**src/ddr3_dfi_pkg.sv**
```systemverilog
// DDR3 DFI command bus
// One-cycle command word, idle values, mode-register settings and the read result
`default_nettype none

package ddr3_dfi_pkg;

    typedef struct packed {
        logic        cs_n;
        logic        ras_n;
        logic        cas_n;
        logic        we_n;
        logic        cke;
        logic        reset_n;
        logic        odt;
        logic [14:0] address;
        logic [2:0]  bank;
        logic        wrdata_en;
        logic [31:0] wrdata;
        logic [3:0]  wrdata_mask;
        logic        rddata_en;
    } dfi_cmd_t;

    // Chip selected, clock enabled, no command
    localparam dfi_cmd_t DFI_NOP = '{cs_n: 1'b0, ras_n: 1'b1, cas_n: 1'b1, we_n: 1'b1,
                                     cke: 1'b1, reset_n: 1'b1, odt: 1'b0,
                                     address: 15'd0, bank: 3'd0, wrdata_en: 1'b0,
                                     wrdata: 32'd0, wrdata_mask: 4'h0, rddata_en: 1'b0};

    // Deselected with CKE low, used before power-up and out of reset
    localparam dfi_cmd_t DFI_IDLE = '{cs_n: 1'b1, ras_n: 1'b1, cas_n: 1'b1, we_n: 1'b1,
                                      cke: 1'b0, reset_n: 1'b1, odt: 1'b0,
                                      address: 15'd0, bank: 3'd0, wrdata_en: 1'b0,
                                      wrdata: 32'd0, wrdata_mask: 4'h0, rddata_en: 1'b0};

    localparam logic [14:0] MR0_VAL = 15'h0520;  // WR 6, DLL reset, CL 6, BL 8
    localparam logic [14:0] MR1_VAL = 15'h0000;  // DLL enable, RZQ/6 drive
    localparam logic [14:0] MR2_VAL = 15'h0000;
    localparam logic [14:0] MR3_VAL = 15'h0000;

    localparam logic [2:0] BANK_MR0 = 3'b000;
    localparam logic [2:0] BANK_MR1 = 3'b001;
    localparam logic [2:0] BANK_MR2 = 3'b010;
    localparam logic [2:0] BANK_MR3 = 3'b011;

    localparam int A10_BIT = 10;  // Precharge all / ZQ long

    typedef struct packed {
        logic        valid;
        logic        match;
        logic [31:0] data;
    } rd_result_t;

endpackage : ddr3_dfi_pkg

`default_nettype wire

```
**src/ddr3_timing_pkg.sv**
```systemverilog
// DDR3 decay test timing
// Wait counts in clk_phy_sys cycles, plus the pattern and address of the test word
`default_nettype none

package ddr3_timing_pkg;

    localparam int TIMER_W = 24;

    // Power-up sequence
    localparam logic [TIMER_W-1:0] T_RESET     = 24'd40_000;   // Reset low hold
    localparam logic [TIMER_W-1:0] T_STABLE    = 24'd100_000;  // CKE low hold
    localparam logic [TIMER_W-1:0] T_INIT_WAIT = 24'd1024;     // CKE high wait and final settle
    localparam logic [TIMER_W-1:0] T_MRD       = 24'd20;       // tMRD with margin
    localparam logic [TIMER_W-1:0] T_ZQINIT    = 24'd512;

    // Row and column access
    localparam logic [TIMER_W-1:0] T_RCD        = 24'd15;
    localparam logic [TIMER_W-1:0] T_WR         = 24'd15;
    localparam logic [TIMER_W-1:0] T_RP         = 24'd15;
    localparam logic [TIMER_W-1:0] T_RD_TIMEOUT = 24'd15;      // Give up on read data after this

    // Retention period, no refresh is issued
    localparam logic [TIMER_W-1:0] T_DECAY = 24'd200_000;

    // Alternating bits so a decayed cell shows up in either polarity
    localparam logic [31:0] TEST_PATTERN = 32'hA5A5_5A5A;

    // Fixed test location
    localparam logic [13:0] TEST_ROW  = 14'h0000;
    localparam logic [9:0]  TEST_COL  = 10'h000;
    localparam logic [2:0]  TEST_BANK = 3'b000;

endpackage : ddr3_timing_pkg

`default_nettype wire
```
**src/ddr3_decay_test_top.sv**
```systemverilog
// DDR3 decay test controller
// Power-up and test sequencers side by side, joined by the DFI output stage
`timescale 1ns/100ps
`default_nettype none

module ddr3_decay_test_top (
    input  logic                    clk_phy_sys,
    input  logic                    sys_rst_fsm_phy,
    input  logic                    start_i,
    input  logic [31:0]             dfi_rddata_i,
    input  logic                    dfi_rddata_valid_i,
    output ddr3_dfi_pkg::dfi_cmd_t  dfi_cmd_o,
    output logic                    busy_led_o,
    output logic                    pass_led_o,
    output logic                    fail_led_o,
    output logic                    init_led_o
);

    ddr3_dfi_pkg::dfi_cmd_t    init_cmd;
    ddr3_dfi_pkg::dfi_cmd_t    test_cmd;
    ddr3_dfi_pkg::rd_result_t  result;
    logic                      init_done;
    logic                      test_go;   // Single-cycle kick into the test sequence
    logic                      active;
    logic                      test_done;

    ddr3_init_seq u_init_seq (
        .clk_phy_sys     (clk_phy_sys),
        .sys_rst_fsm_phy (sys_rst_fsm_phy),
        .start_i         (start_i),
        .test_done_i     (test_done),
        .init_cmd_o      (init_cmd),
        .init_done_o     (init_done),
        .test_go_o       (test_go),
        .active_o        (active)
    );

    ddr3_decay_seq u_decay_seq (
        .clk_phy_sys        (clk_phy_sys),
        .sys_rst_fsm_phy    (sys_rst_fsm_phy),
        .test_go_i          (test_go),
        .dfi_rddata_i       (dfi_rddata_i),
        .dfi_rddata_valid_i (dfi_rddata_valid_i),
        .test_cmd_o         (test_cmd),
        .test_done_o        (test_done),
        .result_o           (result)
    );

    ddr3_dfi_merge u_dfi_merge (
        .clk_phy_sys     (clk_phy_sys),
        .sys_rst_fsm_phy (sys_rst_fsm_phy),
        .init_cmd_i      (init_cmd),
        .test_cmd_i      (test_cmd),
        .init_done_i     (init_done),
        .active_i        (active),
        .result_i        (result),
        .dfi_cmd_o       (dfi_cmd_o),
        .busy_led_o      (busy_led_o),
        .pass_led_o      (pass_led_o),
        .fail_led_o      (fail_led_o),
        .init_led_o      (init_led_o)
    );

endmodule : ddr3_decay_test_top

`default_nettype wire

```
**src/ddr3_dfi_merge.sv**
```systemverilog
// DFI output stage
// Picks the power-up or test command, registers the bus and derives the status LEDs
`timescale 1ns/100ps
`default_nettype none

module ddr3_dfi_merge (
    input  logic                      clk_phy_sys,
    input  logic                      sys_rst_fsm_phy,
    input  ddr3_dfi_pkg::dfi_cmd_t    init_cmd_i,
    input  ddr3_dfi_pkg::dfi_cmd_t    test_cmd_i,
    input  logic                      init_done_i,
    input  logic                      active_i,
    input  ddr3_dfi_pkg::rd_result_t  result_i,
    output ddr3_dfi_pkg::dfi_cmd_t    dfi_cmd_o,
    output logic                      busy_led_o,
    output logic                      pass_led_o,
    output logic                      fail_led_o,
    output logic                      init_led_o
);

    ddr3_dfi_pkg::dfi_cmd_t dfi_cmd_q;

    logic busy_q;
    logic pass_q;
    logic fail_q;
    logic init_q;
    logic verdict;   // A finished run has a result to show

    assign verdict = result_i.valid && init_done_i && !active_i;

    always_ff @(posedge clk_phy_sys or posedge sys_rst_fsm_phy) begin
        if (sys_rst_fsm_phy) begin
            dfi_cmd_q <= ddr3_dfi_pkg::DFI_IDLE;
            busy_q    <= 1'b0;
            pass_q    <= 1'b0;
            fail_q    <= 1'b0;
            init_q    <= 1'b0;
        end else begin
            // Test sequencer owns the bus once power-up is complete
            dfi_cmd_q <= init_done_i ? test_cmd_i : init_cmd_i;
            busy_q    <= active_i;
            init_q    <= init_done_i;
            pass_q    <= verdict && result_i.match;
            fail_q    <= verdict && !result_i.match;
        end
    end

    assign dfi_cmd_o  = dfi_cmd_q;
    assign busy_led_o = busy_q;
    assign pass_led_o = pass_q;
    assign fail_led_o = fail_q;
    assign init_led_o = init_q;

endmodule : ddr3_dfi_merge

`default_nettype wire

```
**src/ddr3_decay_seq.sv**
```systemverilog
// DDR3 decay test sequencer
// Writes the pattern, waits out the decay period without refresh, reads back and compares
`timescale 1ns/100ps
`default_nettype none

module ddr3_decay_seq (
    input  logic                      clk_phy_sys,
    input  logic                      sys_rst_fsm_phy,
    input  logic                      test_go_i,
    input  logic [31:0]               dfi_rddata_i,
    input  logic                      dfi_rddata_valid_i,
    output ddr3_dfi_pkg::dfi_cmd_t    test_cmd_o,
    output logic                      test_done_o,
    output ddr3_dfi_pkg::rd_result_t  result_o
);

    typedef enum logic [3:0] {
        S_IDLE,
        S_WR_ACT,
        S_WR_ACT_WAIT,
        S_WR_CMD,
        S_WR_WAIT,
        S_PRE,
        S_PRE_WAIT,
        S_DECAY,
        S_RD_ACT,
        S_RD_ACT_WAIT,
        S_RD_CMD,
        S_RD_WAIT
    } test_state_t;

    test_state_t state_q, state_d;

    logic [ddr3_timing_pkg::TIMER_W-1:0] timer_q;
    logic        rd_end;        // Read wait finishes this cycle
    logic        test_done_q;
    logic        rd_valid_q;
    logic        rd_match_q;
    logic [31:0] rd_data_q;

    always_comb begin
        state_d    = state_q;
        test_cmd_o = ddr3_dfi_pkg::DFI_NOP;
        case (state_q)
            S_IDLE: begin
                if (test_go_i) state_d = S_WR_ACT;
            end
            S_WR_ACT, S_RD_ACT: begin
                test_cmd_o.ras_n   = 1'b0;
                test_cmd_o.bank    = ddr3_timing_pkg::TEST_BANK;
                test_cmd_o.address = {1'b0, ddr3_timing_pkg::TEST_ROW};
                state_d = (state_q == S_WR_ACT) ? S_WR_ACT_WAIT : S_RD_ACT_WAIT;
            end
            S_WR_ACT_WAIT: begin
                if (timer_q >= ddr3_timing_pkg::T_RCD) state_d = S_WR_CMD;
            end
            S_WR_CMD: begin
                test_cmd_o.cas_n       = 1'b0;
                test_cmd_o.we_n        = 1'b0;
                test_cmd_o.bank        = ddr3_timing_pkg::TEST_BANK;
                test_cmd_o.address     = {5'd0, ddr3_timing_pkg::TEST_COL};
                test_cmd_o.wrdata      = ddr3_timing_pkg::TEST_PATTERN;
                test_cmd_o.wrdata_en   = 1'b1;
                test_cmd_o.wrdata_mask = 4'h0;  // All bytes written
                test_cmd_o.odt         = 1'b1;
                state_d = S_WR_WAIT;
            end
            S_WR_WAIT: begin
                if (timer_q >= ddr3_timing_pkg::T_WR) state_d = S_PRE;
            end
            S_PRE: begin
                test_cmd_o.ras_n                          = 1'b0;
                test_cmd_o.we_n                           = 1'b0;
                test_cmd_o.address[ddr3_dfi_pkg::A10_BIT] = 1'b1;  // All banks
                state_d = S_PRE_WAIT;
            end
            S_PRE_WAIT: begin
                if (timer_q >= ddr3_timing_pkg::T_RP) state_d = S_DECAY;
            end
            S_DECAY: begin
                // Cells left alone, no refresh
                if (timer_q >= ddr3_timing_pkg::T_DECAY) state_d = S_RD_ACT;
            end
            S_RD_ACT_WAIT: begin
                if (timer_q >= ddr3_timing_pkg::T_RCD) state_d = S_RD_CMD;
            end
            S_RD_CMD: begin
                test_cmd_o.cas_n     = 1'b0;
                test_cmd_o.bank      = ddr3_timing_pkg::TEST_BANK;
                test_cmd_o.address   = {5'd0, ddr3_timing_pkg::TEST_COL};
                test_cmd_o.rddata_en = 1'b1;
                state_d = S_RD_WAIT;
            end
            S_RD_WAIT: begin
                if (rd_end) state_d = S_IDLE;
            end
            default: state_d = S_IDLE;
        endcase
    end

    // Data valid, or timeout with nothing returned
    assign rd_end = (state_q == S_RD_WAIT) &&
                    (dfi_rddata_valid_i || timer_q >= ddr3_timing_pkg::T_RD_TIMEOUT);

    always_ff @(posedge clk_phy_sys or posedge sys_rst_fsm_phy) begin
        if (sys_rst_fsm_phy) begin
            state_q     <= S_IDLE;
            timer_q     <= '0;
            test_done_q <= 1'b0;
            rd_valid_q  <= 1'b0;
            rd_match_q  <= 1'b0;
        end else begin
            state_q     <= state_d;
            timer_q     <= (state_d != state_q) ? '0 : timer_q + 1'b1;
            test_done_q <= rd_end;
            if (test_go_i) begin
                rd_valid_q <= 1'b0;
                rd_match_q <= 1'b0;
            end else if (rd_end) begin
                rd_valid_q <= 1'b1;
                rd_match_q <= dfi_rddata_valid_i &&
                              (dfi_rddata_i == ddr3_timing_pkg::TEST_PATTERN);
            end
        end
    end

    // Captured word, zero on timeout
    always_ff @(posedge clk_phy_sys) begin
        if (rd_end) begin
            rd_data_q <= dfi_rddata_valid_i ? dfi_rddata_i : 32'd0;
        end
    end

    assign test_done_o = test_done_q;
    assign result_o    = '{valid: rd_valid_q, match: rd_match_q, data: rd_data_q};

endmodule : ddr3_decay_seq

`default_nettype wire

```
**src/ddr3_init_seq.sv**
```systemverilog
// DDR3 power-up sequencer
// Detects the start edge, runs reset, CKE, MRS and ZQCL steps and hands over to the test
`timescale 1ns/100ps
`default_nettype none

module ddr3_init_seq (
    input  logic                    clk_phy_sys,
    input  logic                    sys_rst_fsm_phy,
    input  logic                    start_i,
    input  logic                    test_done_i,
    output ddr3_dfi_pkg::dfi_cmd_t  init_cmd_o,
    output logic                    init_done_o,
    output logic                    test_go_o,
    output logic                    active_o
);

    typedef enum logic [3:0] {
        S_IDLE,
        S_RESET,
        S_CKE_LOW,
        S_STABLE,
        S_MRS2,
        S_MRS3,
        S_MRS1,
        S_MRS0,
        S_ZQCL,
        S_SETTLE,
        S_HANDOFF,
        S_DONE
    } init_state_t;

    init_state_t state_q, state_d;

    logic [ddr3_timing_pkg::TIMER_W-1:0] timer_q;
    logic [2:0] start_sync_q;   // Two sync stages plus edge history
    logic       start_edge_q;
    logic       init_done_q;
    logic       test_go_q;
    logic       active_q;
    logic       settle_end;

    // Mode register set with bank select and the register word on the address
    function automatic ddr3_dfi_pkg::dfi_cmd_t mrs_cmd(input logic [2:0]  bank,
                                                       input logic [14:0] value);
        ddr3_dfi_pkg::dfi_cmd_t cmd;
        cmd         = ddr3_dfi_pkg::DFI_NOP;
        cmd.ras_n   = 1'b0;
        cmd.cas_n   = 1'b0;
        cmd.we_n    = 1'b0;
        cmd.bank    = bank;
        cmd.address = value;
        return cmd;
    endfunction

    always_ff @(posedge clk_phy_sys or posedge sys_rst_fsm_phy) begin
        if (sys_rst_fsm_phy) begin
            start_sync_q <= 3'b000;
            start_edge_q <= 1'b0;
        end else begin
            start_sync_q <= {start_sync_q[1:0], start_i};
            start_edge_q <= start_sync_q[1] & ~start_sync_q[2];
        end
    end

    always_comb begin
        state_d    = state_q;
        init_cmd_o = ddr3_dfi_pkg::DFI_NOP;
        case (state_q)
            S_IDLE: begin
                init_cmd_o = ddr3_dfi_pkg::DFI_IDLE;
                if (start_edge_q) state_d = S_RESET;
            end
            S_RESET: begin
                init_cmd_o.reset_n = 1'b0;
                init_cmd_o.cke     = 1'b0;
                if (timer_q >= ddr3_timing_pkg::T_RESET) state_d = S_CKE_LOW;
            end
            S_CKE_LOW: begin
                init_cmd_o.cke = 1'b0;  // Reset released, clock still gated
                if (timer_q >= ddr3_timing_pkg::T_STABLE) state_d = S_STABLE;
            end
            S_STABLE: begin
                if (timer_q >= ddr3_timing_pkg::T_INIT_WAIT) state_d = S_MRS2;
            end
            S_MRS2: begin
                init_cmd_o = mrs_cmd(ddr3_dfi_pkg::BANK_MR2, ddr3_dfi_pkg::MR2_VAL);
                if (timer_q >= ddr3_timing_pkg::T_MRD) state_d = S_MRS3;
            end
            S_MRS3: begin
                init_cmd_o = mrs_cmd(ddr3_dfi_pkg::BANK_MR3, ddr3_dfi_pkg::MR3_VAL);
                if (timer_q >= ddr3_timing_pkg::T_MRD) state_d = S_MRS1;
            end
            S_MRS1: begin
                init_cmd_o = mrs_cmd(ddr3_dfi_pkg::BANK_MR1, ddr3_dfi_pkg::MR1_VAL);
                if (timer_q >= ddr3_timing_pkg::T_MRD) state_d = S_MRS0;
            end
            S_MRS0: begin
                init_cmd_o = mrs_cmd(ddr3_dfi_pkg::BANK_MR0, ddr3_dfi_pkg::MR0_VAL);
                if (timer_q >= ddr3_timing_pkg::T_MRD) state_d = S_ZQCL;
            end
            S_ZQCL: begin
                init_cmd_o.we_n                           = 1'b0;
                init_cmd_o.address[ddr3_dfi_pkg::A10_BIT] = 1'b1;  // Long calibration
                if (timer_q >= ddr3_timing_pkg::T_ZQINIT) state_d = S_SETTLE;
            end
            S_SETTLE: begin
                // DLL lock and calibration settle
                if (timer_q >= ddr3_timing_pkg::T_INIT_WAIT) state_d = S_HANDOFF;
            end
            S_HANDOFF: begin
                if (test_done_i) state_d = S_DONE;
            end
            S_DONE: begin
                if (start_edge_q) state_d = S_IDLE;  // Rearm for the next run
            end
            default: state_d = S_IDLE;
        endcase
    end

    assign settle_end = (state_q == S_SETTLE) && (state_d == S_HANDOFF);

    always_ff @(posedge clk_phy_sys or posedge sys_rst_fsm_phy) begin
        if (sys_rst_fsm_phy) begin
            state_q     <= S_IDLE;
            timer_q     <= '0;
            init_done_q <= 1'b0;
            test_go_q   <= 1'b0;
            active_q    <= 1'b0;
        end else begin
            state_q   <= state_d;
            timer_q   <= (state_d != state_q) ? '0 : timer_q + 1'b1;
            test_go_q <= settle_end;
            if (settle_end) begin
                init_done_q <= 1'b1;
            end else if (state_d == S_IDLE) begin
                init_done_q <= 1'b0;
            end
            if (state_q == S_IDLE && start_edge_q) begin
                active_q <= 1'b1;
            end else if (test_done_i) begin
                active_q <= 1'b0;
            end
        end
    end

    assign init_done_o = init_done_q;
    assign test_go_o   = test_go_q;
    assign active_o    = active_q;

endmodule : ddr3_init_seq

`default_nettype wire

```
**config.mk**
```make
export PLATFORM = sky130hd
export DESIGN_NAME = ddr3_decay_test_top
export DESIGN_NICKNAME = d
export VERILOG_FILES = /design/src/ddr3_dfi_pkg.sv /design/src/ddr3_timing_pkg.sv /design/src/ddr3_decay_test_top.sv /design/src/ddr3_dfi_merge.sv /design/src/ddr3_decay_seq.sv /design/src/ddr3_init_seq.sv
export SDC_FILE = /design/constraint.sdc
export NUM_CORES = 1
export LEC_CHECK = 0
export BUFFER_PORTS_ARGS = -buffer_cell sky130_fd_sc_hd__buf_2
export CAP_MARGIN = 20
export CORE_UTILIZATION = 50
export DETAILED_ROUTE_END_ITERATION = 8
export PLACE_DENSITY_LB_ADDON = 0.05
export SLEW_MARGIN = 30
export SYNTH_ARGS = -nofsm -noshare
export SYNTH_HDL_FRONTEND = slang
export SYNTH_SLANG_ARGS = --single-unit
```
**constraint.sdc**
```tcl
create_clock -name clk_phy_sys -period 2.7 [get_ports clk_phy_sys]
set_input_delay 0.135 -clock clk_phy_sys [delete_from_list [all_inputs] [get_ports clk_phy_sys]]
set_output_delay 0.135 -clock clk_phy_sys [all_outputs]
set_load 0.03 [all_outputs]
```
==> metrics.csv <==
stage,metric,value,unit
clocking,# resized after CTS,0,
synthesis,synth unique cells,59,
floorplan,Die Area,9760,µm²
synthesis,sequential share of the synthesized area,43.94,%
placement,IO buf count,69,
clocking,number of CTS-inserted buffers,9,
synthesis,Post-synth EDFFs,0,
sta,max_slew headroom,51.24,%
sta,Tcrit/Tclk final,82.67,%
route,Routed Antenna Nets,0,
clocking,CTS tree,built,
route,DR WL met2,4350,µm
synthesis,Mapped Avg Cell Area,9.313,µm²
power,Peak VDD IR,0.3091,mV
sta,setup_tns,0,ns
synthesis,post-synth top area share,41.13,%
setup_path,Crit Path Class,register to register,
sta,RSZ-0062 raised after global routing,false,
layout,Ant. Diodes,0,
layout,Area Growth Syn to Fin,9.428,%
setup_path,worst-path maximum fanout,10,
clocking,post-CTS setup buffers,0,
power,Lkg Pwr,2.405,nW
global_route,Total GRT Usage,20.30,%
floorplan,Initial Utilization,52.69,%
floorplan,I/O pin count,103,
synthesis,Synth Register Bits,82,
placement,Detail Placement HPWL,6649,µm
synthesis,ranking of synthesized cells by area,"dfrtp_1 41%, buf_4 8.2%, a21oi_1 5.1%",
sta,Slew @ Worst Pin,0.7248,ns
global_route,vias in the first global route,3340,
route,routed len/inst,13.95,µm
route,M1 WL,4474,µm
clocking,H-tree depth,3,
clocking,Num Clock Sinks,82,
layout,"commonest cells after routing, fill and taps aside","77 x dfrtp_1, 69 x buf_2, 48 x a21oi_1",
synthesis,post-synthesis cell count,503,
layout,Util after Layout,57.66,%
global_route,initial antenna violation count,0,
clocking,worst skew pair latency,0.36,ns
route,DR vias/cell,5.502,
floorplan,core footprint,8891,µm²
setup_path,Worst Path Arrival,2.48,ns
global_route,first-pass GRT wire length,15770,µm
layout,share of layout cells above drive strength 1,18.96,%
floorplan,die span in x,98.80,µm
placement,final RePlAce weighted congestion,0.9099,
global_route,GRT overflow,0,
status,outcome,finished clean,
sta,Slew Limit Fails,0,
route,DR top layer,met4,
layout,final layout net count,596,
sta,post-layout min period,2.232,ns
global_route,largest net degree at the start of global routing,43,
clocking,Clock Path Buffers,2,
sta,Final setup viols,0,
job,max cap viols,0,
route,met3 wire len,373,µm
power,P per Cell Area,494.3,nW/µm²
floorplan,Die H,98.80,µm
route,DRC,0,
synthesis,Synth Cell Area,4684,µm²
setup_path,CP Capture Type,register,
sta,fmax,448.0,MHz
route,via count,3670,
route,iteration count of the initial detailed-routing pass,4,
route,DRT Wirelength,9306,µm
hold_path,HP Class,primary input to register,
sta,clk_skew,0.01159,ns
synthesis,leading area contributor after synthesis,dfrtp_1,
route,DRT iter0 DRCs,181,
synthesis,"Async S/R FF share, synth",100.0,%
layout,"most common cell after layout, fill and taps aside",dfrtp_1,
synthesis,ys flop type,dfrtp_1,
clocking,Root Driver,clkbuf_8,
sta,Final Hold Viols,0,
setup_path,crit path launch type,register,
floorplan,# rows,34,
setup_path,Critical Path RT,2.95,ns
clocking,clock slew at reported path FFs,0.08,ns
synthesis,Ys Warns,0,
## worst paths after layout
kind                                                              to                                 start  depth (start not counted)  slack, ns
worst max-delay path              u_init_seq.init_done_o$_DFFE_PP0P_      u_init_seq.timer_q[16]$_DFF_PP0_                          6       0.47
worst min-delay path              u_decay_seq.rd_match_q$_DFFE_PP0P_                       dfi_rddata_i[4]                          5       0.19
worst max register to register    u_init_seq.init_done_o$_DFFE_PP0P_      u_init_seq.timer_q[16]$_DFF_PP0_                          6       0.47
worst min register to register  u_init_seq.start_sync_q[1]$_DFF_PP0_  u_init_seq.start_sync_q[0]$_DFF_PP0_                          0       0.37
max in group asynchronous        u_dfi_merge.dfi_cmd_o[49]$_DFF_PP0_                       sys_rst_fsm_phy                          4       1.55
min in group asynchronous            u_init_seq.timer_q[8]$_DFF_PP0_                       sys_rst_fsm_phy                          3       0.39
## layout make-up
class                           count  area (µm²)
Clock buffer                       11       141.4
Clock inverter                      3       65.06
Fill cell                         767        3765
Inverter                           15       57.56
Multi-Input combinational cell    367        2228
Sequential cell                    82        2058
Tap cell                          108       135.1
Timing Repair Buffer               81       440.4
## cells by family after synthesis
family	synth area share [%]
compound gates	11.70
xor+xnor	8.788
fa+ha+maj	1.068
buf+inv	11.06
flops	43.94
mux	0.2137
other cells	0.08005
simple gates	23.16
## cell usage after synthesis (2+ instances only)
library cell  count
buf_4            51
nand4_1          16
inv_1            15
nor4_4            3
nand2b_1          9
a311oi_1          2
or3_1             2
o21a_1            2
o31ai_1           3
a21boi_1          2
or2_1             3
buf_2             3
nand3_1          26
a32oi_1           2
a21oi_1          48
dfrtp_1          77
xor2_1           26
o22ai_1           4
nor2_1           35
nand2_1          35
ha_1              4
nor4_1            9
nor3b_1           5
a31oi_1           2
nor2b_1           6
xnor2_1          21
clkbuf_1         17
o21ai_0           8
nor4bb_1          5
nor3_1           16
dfstp_2           5
and2_1            4
and3_1            9
and4_1            3
## per-stage QoR
| stage | cell area (µm²) | setup slack [ns] | hold WS (ns) | std cells | power (mW) |
|---|---|---|---|---|---|
| 3_3_place_gp | 4900 | 0.5227 | 0.2484 | 651 | 1.604 |
| 5_1_grt | 5126 | 0.2969 | 0.1931 | 667 | 2.655 |
| 6_report | 5126 | 0.4678 | 0.1927 | 667 | 2.534 |
| 3_5_place_dp | 4900 | 0.4992 | 0.2500 | 651 | 1.605 |
| 4_1_cts | 5126 | 0.4746 | 0.1815 | 667 | 2.571 |
| 2_1_floorplan | 4805 | 0.4648 | 0.1664 | 535 | 1.571 |
## sequential cells by signal, summed over array words and instances (netlist names)
name                     cells
u_decay_seq.rd_match_q       1
u_decay_seq.rd_valid_q       1
u_decay_seq.state_q          4
u_decay_seq.test_done_o      1
u_decay_seq.timer_q         24
u_dfi_merge.busy_led_o       1
u_dfi_merge.dfi_cmd_o       12
u_dfi_merge.fail_led_o       1
u_dfi_merge.init_led_o       1
u_dfi_merge.pass_led_o       1
u_init_seq.active_o          1
u_init_seq.init_done_o       1
u_init_seq.start_edge_q      1
u_init_seq.start_sync_q      3
u_init_seq.state_q           4
u_init_seq.test_go_o         1
u_init_seq.timer_q          24
## what timing repair did
| item | in CTS | in global routing |
|---|---|---|
| hold buffers | 2 | 0 |
| endpoints found under the setup margin | 0 | 0 |
| hold endpoints to repair | 36 | 0 |
## power breakdown
part	internal, mW	switching, mW	total [mW]	leakage, nW
clock network	0.535	0.415	0.950	0.105
logic	0.0896	0.175	0.264	1.23
registers	1.27	0.0465	1.32	1.07
total	1.90	0.636	2.53	2.41
## per-layer routing
metal  up-vias  global-route usage [%]
li1       1795                       -
met1      1763                   27.26
met2       104                   32.28
met3         8                   4.823
met4         0                   7.003
met5         -                       0
## worst max-delay path: stages, from the launching register on
cell	delay, ns
dfrtp_1	0.47
nor4_4	0.37
nand4_4	0.20
or2_1	0.31
a311oi_1	0.27
o311ai_1	0.16
o32a_1	0.34
(Power assumes the default switching activity.)
